==> config.mk <==
export PLATFORM = sky130hd
export DESIGN_NAME = ice_bus_controller
export DESIGN_NICKNAME = d
export VERILOG_FILES = /design/src/hw/ice_bus_pkg.sv /design/src/hw/ice_bus_controller.sv /design/src/hw/ice_bus_master.sv /design/src/hw/ice_frame_decoder.sv /design/src/hw/ice_priority_select.sv /design/src/hw/ice_reply_framer.sv
export SDC_FILE = /design/constraint.sdc
export NUM_CORES = 1
export LEC_CHECK = 0
export BUFFER_PORTS_ARGS = -buffer_cell sky130_fd_sc_hd__buf_2
export CELL_PAD_IN_SITES_DETAIL_PLACEMENT = 0
export CELL_PAD_IN_SITES_GLOBAL_PLACEMENT = 1
export CORE_MARGIN = 2
export CORE_UTILIZATION = 35
export DETAILED_ROUTE_END_ITERATION = 10
export GPL_TIMING_DRIVEN = 1
export PLACE_DENSITY = 0.67
export SYNTH_ARGS = -nofsm -noshare
export SYNTH_HDL_FRONTEND = slang
export SYNTH_SLANG_ARGS = --single-unit
==> constraint.sdc <==
create_clock -name clk -period 4.66 [get_ports clk]
set_input_delay 0.233 -clock clk [delete_from_list [all_inputs] [get_ports clk]]
set_output_delay 0.233 -clock clk [all_outputs]
set_load 0.02 [all_outputs]
==> src/hw/ice_bus_pkg.sv <==
`default_nettype none

package ice_bus_pkg;

	// slave population on the return path and the width of a device index.
	localparam int ICE_NUM_DEV = 2;
	localparam int ICE_DEV_W = 1;

	// the host length field is two bytes, so this is also the hard ceiling.
	localparam int ICE_MAX_PAYLOAD = 65535;
	localparam int ICE_LEN_W = $clog2(ICE_MAX_PAYLOAD + 1);

	// first byte of the status pair sent back to the host.
	localparam logic [7:0] ICE_ACK_CHAR = 8'h06;
	localparam logic [7:0] ICE_NAK_CHAR = 8'h15;

	// the transmit queue depth must stay a power of two.
	localparam int ICE_TX_DEPTH = 32;
	localparam int ICE_TX_AW = $clog2(ICE_TX_DEPTH);
	localparam int ICE_TX_CW = ICE_TX_AW + 1;

	// a slave frame takes its index, up to this many data bytes and a count byte.
	localparam int ICE_MAX_REPLY = 16;
	localparam logic [ICE_TX_CW-1:0] ICE_GRANT_ROOM = ICE_TX_CW'(ICE_MAX_REPLY + 2);

	typedef enum logic [2:0] {
		ICE_DEC_IDLE    = 3'd0,
		ICE_DEC_EVT     = 3'd1,
		ICE_DEC_LEN     = 3'd2,
		ICE_DEC_PYLD    = 3'd3,
		ICE_DEC_DISCARD = 3'd4
	} ice_dec_state_t;

	// one command per event id or payload byte.
	// last without valid is the end marker of a zero-length frame.
	typedef struct packed {
		logic       valid;
		logic       first;
		logic       last;
		logic [7:0] addr;
		logic [7:0] data;
	} ice_bus_cmd_t;

	typedef struct packed {
		logic       valid;
		logic       nak;
		logic [7:0] evt_id;
	} ice_status_t;

	typedef struct packed {
		logic       data_valid;
		logic       frame_valid;
		logic [7:0] data;
		logic       spare;
	} ice_slave_beat_t;

endpackage

`default_nettype wire

==> src/hw/ice_bus_controller.sv <==
`timescale 1ns/1ps
`default_nettype none

module ice_bus_controller (
	input  logic                                clk,
	input  logic                                byte_counter_reset,

	// character device side
	input  logic [7:0]                          rx_char,
	input  logic                                rx_char_valid,
	output logic [7:0]                          tx_char,
	output logic                                tx_char_valid,
	input  logic                                tx_char_ready,

	// master-driven bus
	output logic [7:0]                          ma_data,
	output logic [7:0]                          ma_addr,
	output logic                                ma_data_valid,
	output logic                                ma_frame_valid,
	output logic [ice_bus_pkg::ICE_NUM_DEV-1:0] ma_arb_grant,
	input  logic                                sl_overflow,

	// slave return path
	input  logic [7:0]                          sl_data,
	input  logic [ice_bus_pkg::ICE_NUM_DEV-1:0] sl_arb_request,
	input  logic                                sl_data_valid,
	input  logic                                sl_frame_valid
);

	ice_bus_pkg::ice_bus_cmd_t    bus_cmd;
	ice_bus_pkg::ice_status_t     frame_status;
	ice_bus_pkg::ice_slave_beat_t slave_beat;
	logic                         abort;
	logic                         grant_enable;

	always_comb begin
		slave_beat.data_valid = sl_data_valid;
		slave_beat.frame_valid = sl_frame_valid;
		slave_beat.data = sl_data;
		slave_beat.spare = 1'b0;
	end

	ice_frame_decoder u_decoder (
		.clk               (clk),
		.byte_counter_reset(byte_counter_reset),
		.rx_char           (rx_char),
		.rx_char_valid     (rx_char_valid),
		.abort             (abort),
		.bus_cmd           (bus_cmd)
	);

	ice_bus_master u_master (
		.clk               (clk),
		.byte_counter_reset(byte_counter_reset),
		.bus_cmd           (bus_cmd),
		.sl_overflow       (sl_overflow),
		.ma_data           (ma_data),
		.ma_addr           (ma_addr),
		.ma_data_valid     (ma_data_valid),
		.ma_frame_valid    (ma_frame_valid),
		.abort             (abort),
		.frame_status      (frame_status)
	);

	ice_priority_select u_select (
		.clk               (clk),
		.byte_counter_reset(byte_counter_reset),
		.grant_enable      (grant_enable),
		.sl_arb_request    (sl_arb_request),
		.sl_frame_valid    (sl_frame_valid),
		.ma_arb_grant      (ma_arb_grant)
	);

	ice_reply_framer u_framer (
		.clk               (clk),
		.byte_counter_reset(byte_counter_reset),
		.frame_status      (frame_status),
		.slave_beat        (slave_beat),
		.ma_arb_grant      (ma_arb_grant),
		.tx_char_ready     (tx_char_ready),
		.tx_char           (tx_char),
		.tx_char_valid     (tx_char_valid),
		.grant_enable      (grant_enable)
	);

endmodule

`default_nettype wire

==> src/hw/ice_bus_master.sv <==
`timescale 1ns/1ps
`default_nettype none

module ice_bus_master (
	input  logic                      clk,
	input  logic                      byte_counter_reset,
	input  ice_bus_pkg::ice_bus_cmd_t bus_cmd,
	input  logic                      sl_overflow,
	output logic [7:0]                ma_data,
	output logic [7:0]                ma_addr,
	output logic                      ma_data_valid,
	output logic                      ma_frame_valid,
	output logic                      abort,
	output ice_bus_pkg::ice_status_t  frame_status
);

	logic [7:0] evt_id;
	logic       last_on_bus;
	logic       accept;
	logic       close_ack;
	logic       close_nak;

	// overflow only counts before the last byte has reached the bus.
	assign close_nak = ma_frame_valid && sl_overflow && !last_on_bus && !bus_cmd.last;
	assign close_ack = ma_frame_valid && (last_on_bus || (bus_cmd.last && !bus_cmd.valid));

	// An event id opens a frame, other bytes only extend an open one.
	// Bytes still in flight after an abort are dropped here.
	assign accept = bus_cmd.valid && (bus_cmd.first || (ma_frame_valid && !close_nak));

	always_ff @(posedge clk) begin
		if (accept)
			ma_data <= bus_cmd.data;
		if (accept && bus_cmd.first) begin
			ma_addr <= bus_cmd.addr;
			evt_id <= bus_cmd.data;
		end
	end

	always_ff @(posedge clk) begin
		if (byte_counter_reset) begin
			ma_data_valid <= 1'b0;
			ma_frame_valid <= 1'b0;
			last_on_bus <= 1'b0;
			abort <= 1'b0;
			frame_status <= '0;
		end else begin
			ma_data_valid <= accept;
			last_on_bus <= accept && bus_cmd.last;
			abort <= close_nak;
			frame_status.valid <= close_ack || close_nak;
			frame_status.nak <= close_nak;
			frame_status.evt_id <= evt_id;
			if (close_ack || close_nak)
				ma_frame_valid <= 1'b0;
			else if (accept && bus_cmd.first)
				ma_frame_valid <= 1'b1;
		end
	end

endmodule

`default_nettype wire

==> src/hw/ice_frame_decoder.sv <==
`timescale 1ns/1ps
`default_nettype none

module ice_frame_decoder (
	input  logic                      clk,
	input  logic                      byte_counter_reset,
	input  logic [7:0]                rx_char,
	input  logic                      rx_char_valid,
	input  logic                      abort,
	output ice_bus_pkg::ice_bus_cmd_t bus_cmd
);

	ice_bus_pkg::ice_dec_state_t state;

	logic [7:0]                        addr_q;
	logic [ice_bus_pkg::ICE_LEN_W-1:0] payload_len;
	logic [ice_bus_pkg::ICE_LEN_W-1:0] byte_counter;
	logic [ice_bus_pkg::ICE_LEN_W-1:0] len_next;
	logic [ice_bus_pkg::ICE_LEN_W-1:0] count_next;
	logic                              aborted;
	logic                              payload_done;

	// length arrives high byte first, so shift the low byte up.
	assign len_next = {payload_len[7:0], rx_char};
	assign count_next = byte_counter + (ice_bus_pkg::ICE_LEN_W)'(1);
	assign payload_done = (count_next == payload_len);

	always_ff @(posedge clk) begin
		if (rx_char_valid && state == ice_bus_pkg::ICE_DEC_IDLE)
			addr_q <= rx_char;
		if (rx_char_valid && state == ice_bus_pkg::ICE_DEC_LEN)
			payload_len <= len_next;
	end

	always_ff @(posedge clk) begin
		if (byte_counter_reset) begin
			state <= ice_bus_pkg::ICE_DEC_IDLE;
			byte_counter <= '0;
			aborted <= 1'b0;
			bus_cmd <= '0;
		end else begin
			bus_cmd.valid <= 1'b0;
			bus_cmd.first <= 1'b0;
			bus_cmd.last <= 1'b0;

			case (state)
				ice_bus_pkg::ICE_DEC_IDLE: begin
					aborted <= 1'b0;
					byte_counter <= '0;
					if (rx_char_valid)
						state <= ice_bus_pkg::ICE_DEC_EVT;
				end

				ice_bus_pkg::ICE_DEC_EVT: begin
					if (rx_char_valid) begin
						bus_cmd.valid <= 1'b1;
						bus_cmd.first <= 1'b1;
						bus_cmd.addr <= addr_q;
						bus_cmd.data <= rx_char;
						state <= ice_bus_pkg::ICE_DEC_LEN;
					end
				end

				// the bus frame is already open here, so an overflow may hit it.
				ice_bus_pkg::ICE_DEC_LEN: begin
					if (abort)
						aborted <= 1'b1;
					if (rx_char_valid) begin
						byte_counter <= count_next;
						if (byte_counter[0]) begin
							byte_counter <= '0;
							if (len_next == '0) begin
								// The event id went out before the length was known.
								// A zero-length frame is closed by a marker with no data.
								bus_cmd.last <= !(aborted || abort);
								state <= ice_bus_pkg::ICE_DEC_IDLE;
							end else if (aborted || abort) begin
								state <= ice_bus_pkg::ICE_DEC_DISCARD;
							end else begin
								state <= ice_bus_pkg::ICE_DEC_PYLD;
							end
						end
					end
				end

				ice_bus_pkg::ICE_DEC_PYLD: begin
					if (rx_char_valid) begin
						byte_counter <= count_next;
						if (!abort) begin
							bus_cmd.valid <= 1'b1;
							bus_cmd.addr <= addr_q;
							bus_cmd.data <= rx_char;
							bus_cmd.last <= payload_done;
						end
					end
					if (rx_char_valid && payload_done)
						state <= ice_bus_pkg::ICE_DEC_IDLE;
					else if (abort)
						state <= ice_bus_pkg::ICE_DEC_DISCARD;
				end

				// count off the rest of the payload without touching the bus.
				ice_bus_pkg::ICE_DEC_DISCARD: begin
					if (rx_char_valid) begin
						byte_counter <= count_next;
						if (payload_done)
							state <= ice_bus_pkg::ICE_DEC_IDLE;
					end
				end

				default: begin
					state <= ice_bus_pkg::ICE_DEC_IDLE;
				end
			endcase
		end
	end

endmodule

`default_nettype wire

==> src/hw/ice_priority_select.sv <==
`timescale 1ns/1ps
`default_nettype none

module ice_priority_select (
	input  logic                                clk,
	input  logic                                byte_counter_reset,
	input  logic                                grant_enable,
	input  logic [ice_bus_pkg::ICE_NUM_DEV-1:0] sl_arb_request,
	input  logic                                sl_frame_valid,
	output logic [ice_bus_pkg::ICE_NUM_DEV-1:0] ma_arb_grant
);

	logic [ice_bus_pkg::ICE_NUM_DEV-1:0] lowest_request;
	logic                                frame_seen;
	logic                                release_gap;

	// two's complement leaves only the lowest set request bit.
	assign lowest_request = sl_arb_request &
		(~sl_arb_request + (ice_bus_pkg::ICE_NUM_DEV)'(1));

	always_ff @(posedge clk) begin
		if (byte_counter_reset) begin
			ma_arb_grant <= '0;
			frame_seen <= 1'b0;
			release_gap <= 1'b0;
		end else begin
			release_gap <= 1'b0;
			if (ma_arb_grant != '0) begin
				// hold until the granted frame has been up and come down again.
				if (sl_frame_valid) begin
					frame_seen <= 1'b1;
				end else if (frame_seen) begin
					ma_arb_grant <= '0;
					frame_seen <= 1'b0;
					release_gap <= 1'b1;
				end
			end else if (grant_enable && !release_gap) begin
				ma_arb_grant <= lowest_request;
			end
		end
	end

endmodule

`default_nettype wire

==> src/hw/ice_reply_framer.sv <==
`timescale 1ns/1ps
`default_nettype none

module ice_reply_framer (
	input  logic                                clk,
	input  logic                                byte_counter_reset,
	input  ice_bus_pkg::ice_status_t            frame_status,
	input  ice_bus_pkg::ice_slave_beat_t        slave_beat,
	input  logic [ice_bus_pkg::ICE_NUM_DEV-1:0] ma_arb_grant,
	input  logic                                tx_char_ready,
	output logic [7:0]                          tx_char,
	output logic                                tx_char_valid,
	output logic                                grant_enable
);

	logic [7:0]                        queue_mem [ice_bus_pkg::ICE_TX_DEPTH];
	logic [ice_bus_pkg::ICE_TX_AW-1:0] wr_ptr;
	logic [ice_bus_pkg::ICE_TX_AW-1:0] rd_ptr;
	logic [ice_bus_pkg::ICE_TX_CW-1:0] fill;
	logic [ice_bus_pkg::ICE_TX_CW-1:0] space;
	logic                              wr_en;
	logic                              rd_en;
	logic [7:0]                        wr_data;

	ice_bus_pkg::ice_slave_beat_t      beat_q;
	logic                              in_frame;
	logic                              frame_seen;
	logic [7:0]                        beat_count;
	logic [ice_bus_pkg::ICE_DEV_W-1:0] grant_index;
	logic                              grant_new;
	logic                              beat_wr;
	logic                              count_wr;

	logic                              pend_valid;
	logic                              pend_nak;
	logic [7:0]                        pend_evt;
	logic                              pair_phase;
	logic                              status_wr;

	assign space = (ice_bus_pkg::ICE_TX_CW)'(ice_bus_pkg::ICE_TX_DEPTH) - fill;
	assign tx_char_valid = (fill != '0);
	assign tx_char = queue_mem[rd_ptr];
	assign rd_en = tx_char_valid && tx_char_ready;

	always_comb begin
		grant_index = '0;
		for (int i = 0; i < ice_bus_pkg::ICE_NUM_DEV; i++)
			if (ma_arb_grant[i])
				grant_index = (ice_bus_pkg::ICE_DEV_W)'(i);
	end

	// slave beats are taken from the sampled copy that runs one cycle behind the grant.
	assign grant_new = (ma_arb_grant != '0) && !in_frame;
	assign beat_wr = in_frame && beat_q.frame_valid && beat_q.data_valid;
	assign count_wr = in_frame && frame_seen && !beat_q.frame_valid;

	// A status pair only goes in between slave frames.
	// The first byte also needs room for the second.
	assign status_wr = pend_valid && !in_frame && !grant_new &&
		(pair_phase ? (space != '0) : (space >= (ice_bus_pkg::ICE_TX_CW)'(2)));

	assign grant_enable = (space >= ice_bus_pkg::ICE_GRANT_ROOM) && !pend_valid &&
		!frame_status.valid && !in_frame;

	always_comb begin
		wr_en = 1'b1;
		wr_data = pend_evt;
		if (grant_new)
			wr_data = {{(8 - ice_bus_pkg::ICE_DEV_W){1'b0}}, grant_index};
		else if (beat_wr)
			wr_data = beat_q.data;
		else if (count_wr)
			wr_data = beat_count;
		else if (status_wr)
			wr_data = pair_phase ? pend_evt :
				(pend_nak ? ice_bus_pkg::ICE_NAK_CHAR : ice_bus_pkg::ICE_ACK_CHAR);
		else
			wr_en = 1'b0;
	end

	always_ff @(posedge clk) begin
		if (wr_en)
			queue_mem[wr_ptr] <= wr_data;
		if (frame_status.valid) begin
			pend_nak <= frame_status.nak;
			pend_evt <= frame_status.evt_id;
		end
		if (grant_new)
			beat_count <= '0;
		else if (beat_wr)
			beat_count <= beat_count + 8'd1;
	end

	always_ff @(posedge clk) begin
		if (byte_counter_reset) begin
			wr_ptr <= '0;
			rd_ptr <= '0;
			fill <= '0;
			beat_q <= '0;
			in_frame <= 1'b0;
			frame_seen <= 1'b0;
			pend_valid <= 1'b0;
			pair_phase <= 1'b0;
		end else begin
			beat_q <= slave_beat;
			if (wr_en)
				wr_ptr <= wr_ptr + (ice_bus_pkg::ICE_TX_AW)'(1);
			if (rd_en)
				rd_ptr <= rd_ptr + (ice_bus_pkg::ICE_TX_AW)'(1);
			case ({wr_en, rd_en})
				2'b10: fill <= fill + (ice_bus_pkg::ICE_TX_CW)'(1);
				2'b01: fill <= fill - (ice_bus_pkg::ICE_TX_CW)'(1);
				default: fill <= fill;
			endcase

			if (grant_new)
				in_frame <= 1'b1;
			else if (count_wr)
				in_frame <= 1'b0;
			if (count_wr)
				frame_seen <= 1'b0;
			else if (in_frame && beat_q.frame_valid)
				frame_seen <= 1'b1;

			// a new status replaces the slot even while the old one finishes.
			if (frame_status.valid)
				pend_valid <= 1'b1;
			else if (status_wr && pair_phase)
				pend_valid <= 1'b0;
			if (status_wr)
				pair_phase <= !pair_phase;
		end
	end

endmodule

`default_nettype wire

==> metrics.md <==
| Metric | Value |
|---|---|
| Root Buffer | `clkbuf_16` |
| Nets | `1212` |
| GPL Wtd Cong | `0.791` |
| DR vias | `9319` |
| Internal power | `7.08 mW` |
| Hold Path End | `u_master.frame_status[2]$_SDFF_PP0_` |
| Core Area | `46800 µm²` |
| P per Cell Area | `517 nW/µm²` |
| Top FF cell, synth | `edfxtp_1` |
| DR DRC count | `0` |
| Register area share after synthesis | `0.685` |
| GRT Util Overall | `0.142` |
| Row count | `79` |
| Synthesized instance count | `1101` |
| Share of synthesized registers carrying an async set or reset | `0` |
| Wirelength per Cell | `19.4 µm` |
| Clock Power Share | `0.335` |
| Met2 GRT Util | `0.232` |
| Leading cell types in the layout, fill and taps excluded | `edfxtp_1 (313), nor2_1 (107), dfxtp_1 (97)` |
| Resized cells post-CTS | `0` |
| Initial Util | `0.356` |
| DIE WIDTH | `222 µm` |
| Type of the most critical hold path | `in2reg` |
| Gr busiest metal | `met2` |
| Sw Pwr | `2.84 mW` |
| Hold Crit Start | `byte_counter_reset` |
| Reg2reg path depth | `17` |
| Final Hold Viols | `0` |
| Minimum clock period after layout | `3850 ps` |
| Worst setup EP type | `flip-flop` |
| Hold depth | `2` |
| Synthesized flop and latch total | `412` |
| Largest net degree at the start of global routing | `60` |
| Fmax | `260 MHz` |
| Ratio of cells with drive above 1 in the final layout | `0.203` |
| Leakage Power | `6.19 nW` |
| 1st-iter DRT viols | `658` |
| Slew HR | `0.220` |
| Grt total ovfl | `0` |
| Pre-Repair DR Iteration Count | `5` |
| Total CTS buffers | `43` |
| Net Sw Frac | `0.286` |
| CTS H-Tree Depth | `2` |
| Synthesis-to-finish area growth | `15.4%` |
| Post-Syn Area | `16600 µm²` |
| Vias per cell | `5.13` |
| Status | `finished clean` |
| Routed WL | `35300 µm` |
| TritonCTS clock tree | `built` |
| Yosys warning count | `0` |
| Chip height | `222 µm` |
| Maximum vdd drop | `0.315 mV` |
| Post-Route Utilization | `0.410` |
| Max Root-Sink Buffers | `3` |
| Initial antenna violation count | `2` |
| Full die area | `49300 µm²` |
| EDFF count, synth | `313` |
| Clock slew at reported path FFs | `60 ps` |
| Worst R2R End | `u_framer.fill[4]$_SDFFE_PP0P_` |
| Arrival time worst endpoint | `4260 ps` |
| Post-route ant nets | `0` |
| Total of max-cap violations | `0` |
| Crit Path Class | `reg2reg` |
| Clock Latency Late Sink | `560 ps` |
| Period utilization | `0.825` |
| Required @ worst endpoint | `5080 ps` |
| PortBufs | `53` |
| Vias in the first global route | `9185` |
| RSZ-0062 raised after global routing | `no` |
| Global-route wire length before repair | `54100 µm` |
| Worst Skew | `16.5 ps` |
| HPWL Detailed | `22300 µm` |
| Worst reg2reg startpoint | `u_framer.fill[0]$_SDFFE_PP0P_` |
| Reg power frac | `0.462` |
| Startpoint types | `flip-flop` |
| Io pins | `54` |
| Synth cell types | `66` |
| Comb pwr share | `0.203` |
| Worst R2R Setup Slack | `810 ps` |
| Worst slew pin tran | `1160 ps` |
| Final Max Slew Viols | `0` |
| Fillcell total | `4239` |
| CP max FO | `13` |
| Commonest non-fill, non-tap cell in the layout | `edfxtp_1` |
| Mapped Nets | `1140` |
| Global-route met1 utilization | `0.194` |
| Setup TNS | `0 ps` |
| Final setup fails | `0` |
| Total clock sinks | `412` |
| Met3 Usage GRT | `0.0280` |
| Synth Area per Inst | `15.1 µm²` |
[cell type report]
class | instances | area [µm²] | area share
sequential | 412 | 11400 | 0.593
multi-input combinational | 614 | 5010 | 0.261
clock buffer | 53 | 1130 | 0.0591
tap | 607 | 759 | 0.0396
timing repair buffer | 89 | 613 | 0.0320
clock inverter | 26 | 230 | 0.0120
inverter | 13 | 48.8 | 0.00254
antenna | 2 | 5.00 | 0.000261
[worst max-delay path, stage by stage (launching register included)]
cell and delay [ps]:
dfxtp_1 380, inv_1 140, ha_1 180, nor3b_1 300, xor2_1 200, and2_1 160
a31oi_1 140, or2_2 380, inv_1 180, ha_1 480, xor2_1 130, ha_1 230
a21oi_1 240, nor3b_1 90, o21ai_0 170, a21oi_1 100, xnor2_1 150, nor2_1 50
[routing by layer]
layer / vias to the layer above / wire (µm)
li1: 4366 / -
met1: 4702 / 15800
met2: 205 / 17100
met3: 46 / 1720
met4: 0 / 714
met5: - / 0
[registers in the layout, indices dropped and copies added (netlist names), 2 cells and up, named ones only]
name                    cells
u_framer.queue_mem        256
u_decoder.bus_cmd          19
u_decoder.byte_counter     16
u_decoder.payload_len      16
u_framer.beat_q            10
u_master.frame_status       9
u_decoder.addr_q            8
u_framer.beat_count         8
u_framer.pend_evt           8
u_master.evt_id             8
u_master.ma_addr            8
u_master.ma_data            8
u_framer.fill               6
u_framer.rd_ptr             5
u_framer.wr_ptr             5
u_decoder.state             3
u_select.ma_arb_grant       2
[cell usage after synthesis, types with 5 or more instances]
cell | count | area share
and3_1 | 7 | 0.0026
edfxtp_1 | 313 | 0.57
and2_1 | 5 | 0.0019
or2_2 | 5 | 0.0019
nand4_1 | 12 | 0.0045
xnor2_1 | 21 | 0.011
o21ai_0 | 30 | 0.0090
nor2_1 | 107 | 0.024
nor2b_1 | 25 | 0.0094
nor3b_1 | 5 | 0.0023
inv_1 | 13 | 0.0029
or3_1 | 7 | 0.0026
buf_1 | 13 | 0.0029
nand3_1 | 15 | 0.0045
dfxtp_1 | 99 | 0.12
a31oi_1 | 5 | 0.0019
xor2_1 | 23 | 0.012
a21oi_1 | 53 | 0.016
nand3b_1 | 9 | 0.0041
mux2i_1 | 7 | 0.0042
nor4_1 | 8 | 0.0030
nor3_1 | 17 | 0.0051
a221oi_1 | 7 | 0.0037
a211oi_1 | 5 | 0.0023
ha_1 | 14 | 0.011
mux4_2 | 80 | 0.11
clkbuf_1 | 41 | 0.0093
mux2_2 | 8 | 0.0054
buf_2 | 5 | 0.0015
nand2_1 | 84 | 0.019
[metrics by stage]
stage	power, mW	instance area (µm²)	hold slack [ps]	setup WS, ps	instances
after floorplan	5.99	16600	310	79.9	1101
after global placement	6.65	17600	389	917	1714
after detailed placement	6.68	17600	389	848	1714
after CTS	10.0	19200	97.7	828	1814
after global routing	10.4	19200	136	469	1815
final	9.92	19200	134	814	1816
[how the worst max path moves through the flow]
stage	end	cells past startpoint	slack (ps)	from
after floorplan	u_framer.queue_mem[0][1]$_DFFE_PP_	10	80	u_framer.fill[0]$_SDFFE_PP0P_
final	u_framer.fill[4]$_SDFFE_PP0P_	17	810	u_framer.fill[0]$_SDFFE_PP0P_
after global placement	u_framer.fill[5]$_SDFFE_PP0P_	16	920	u_framer.fill[0]$_SDFFE_PP0P_
after detailed placement	u_framer.fill[4]$_SDFFE_PP0P_	17	850	u_framer.fill[0]$_SDFFE_PP0P_
after CTS	u_framer.fill[4]$_SDFFE_PP0P_	17	830	u_framer.fill[0]$_SDFFE_PP0P_
after global routing	u_framer.fill[4]$_SDFFE_PP0P_	17	470	u_framer.fill[1]$_SDFFE_PP0P_
[power by group through the flow]
stage	Sequential, mW	Clock, mW	Combinational (mW)
3_3_place_gp	4.66	0	1.99
6_report	4.58	3.33	2.01
5_1_grt	4.61	3.56	2.21
2_1_floorplan	4.51	0	1.48
4_1_cts	4.58	3.42	2.04
3_5_place_dp	4.66	0	2.02
[cell families after synthesis]
group           after synthesis  share of synthesized area
xor+xnor                     44                     0.0232
compound gates              129                     0.0470
simple gates                331                     0.0981
flops                       412                      0.685
mux                          95                      0.118
fa+ha+maj                    15                     0.0111
buf+inv                      75                     0.0180
[what timing repair did]
item                      in CTS  in global routing
hold endpoints to repair      39                  0
hold buffers                  21                  0
buffers inserted               0                  0
Note: power is estimated with default switching activity, not from simulation.
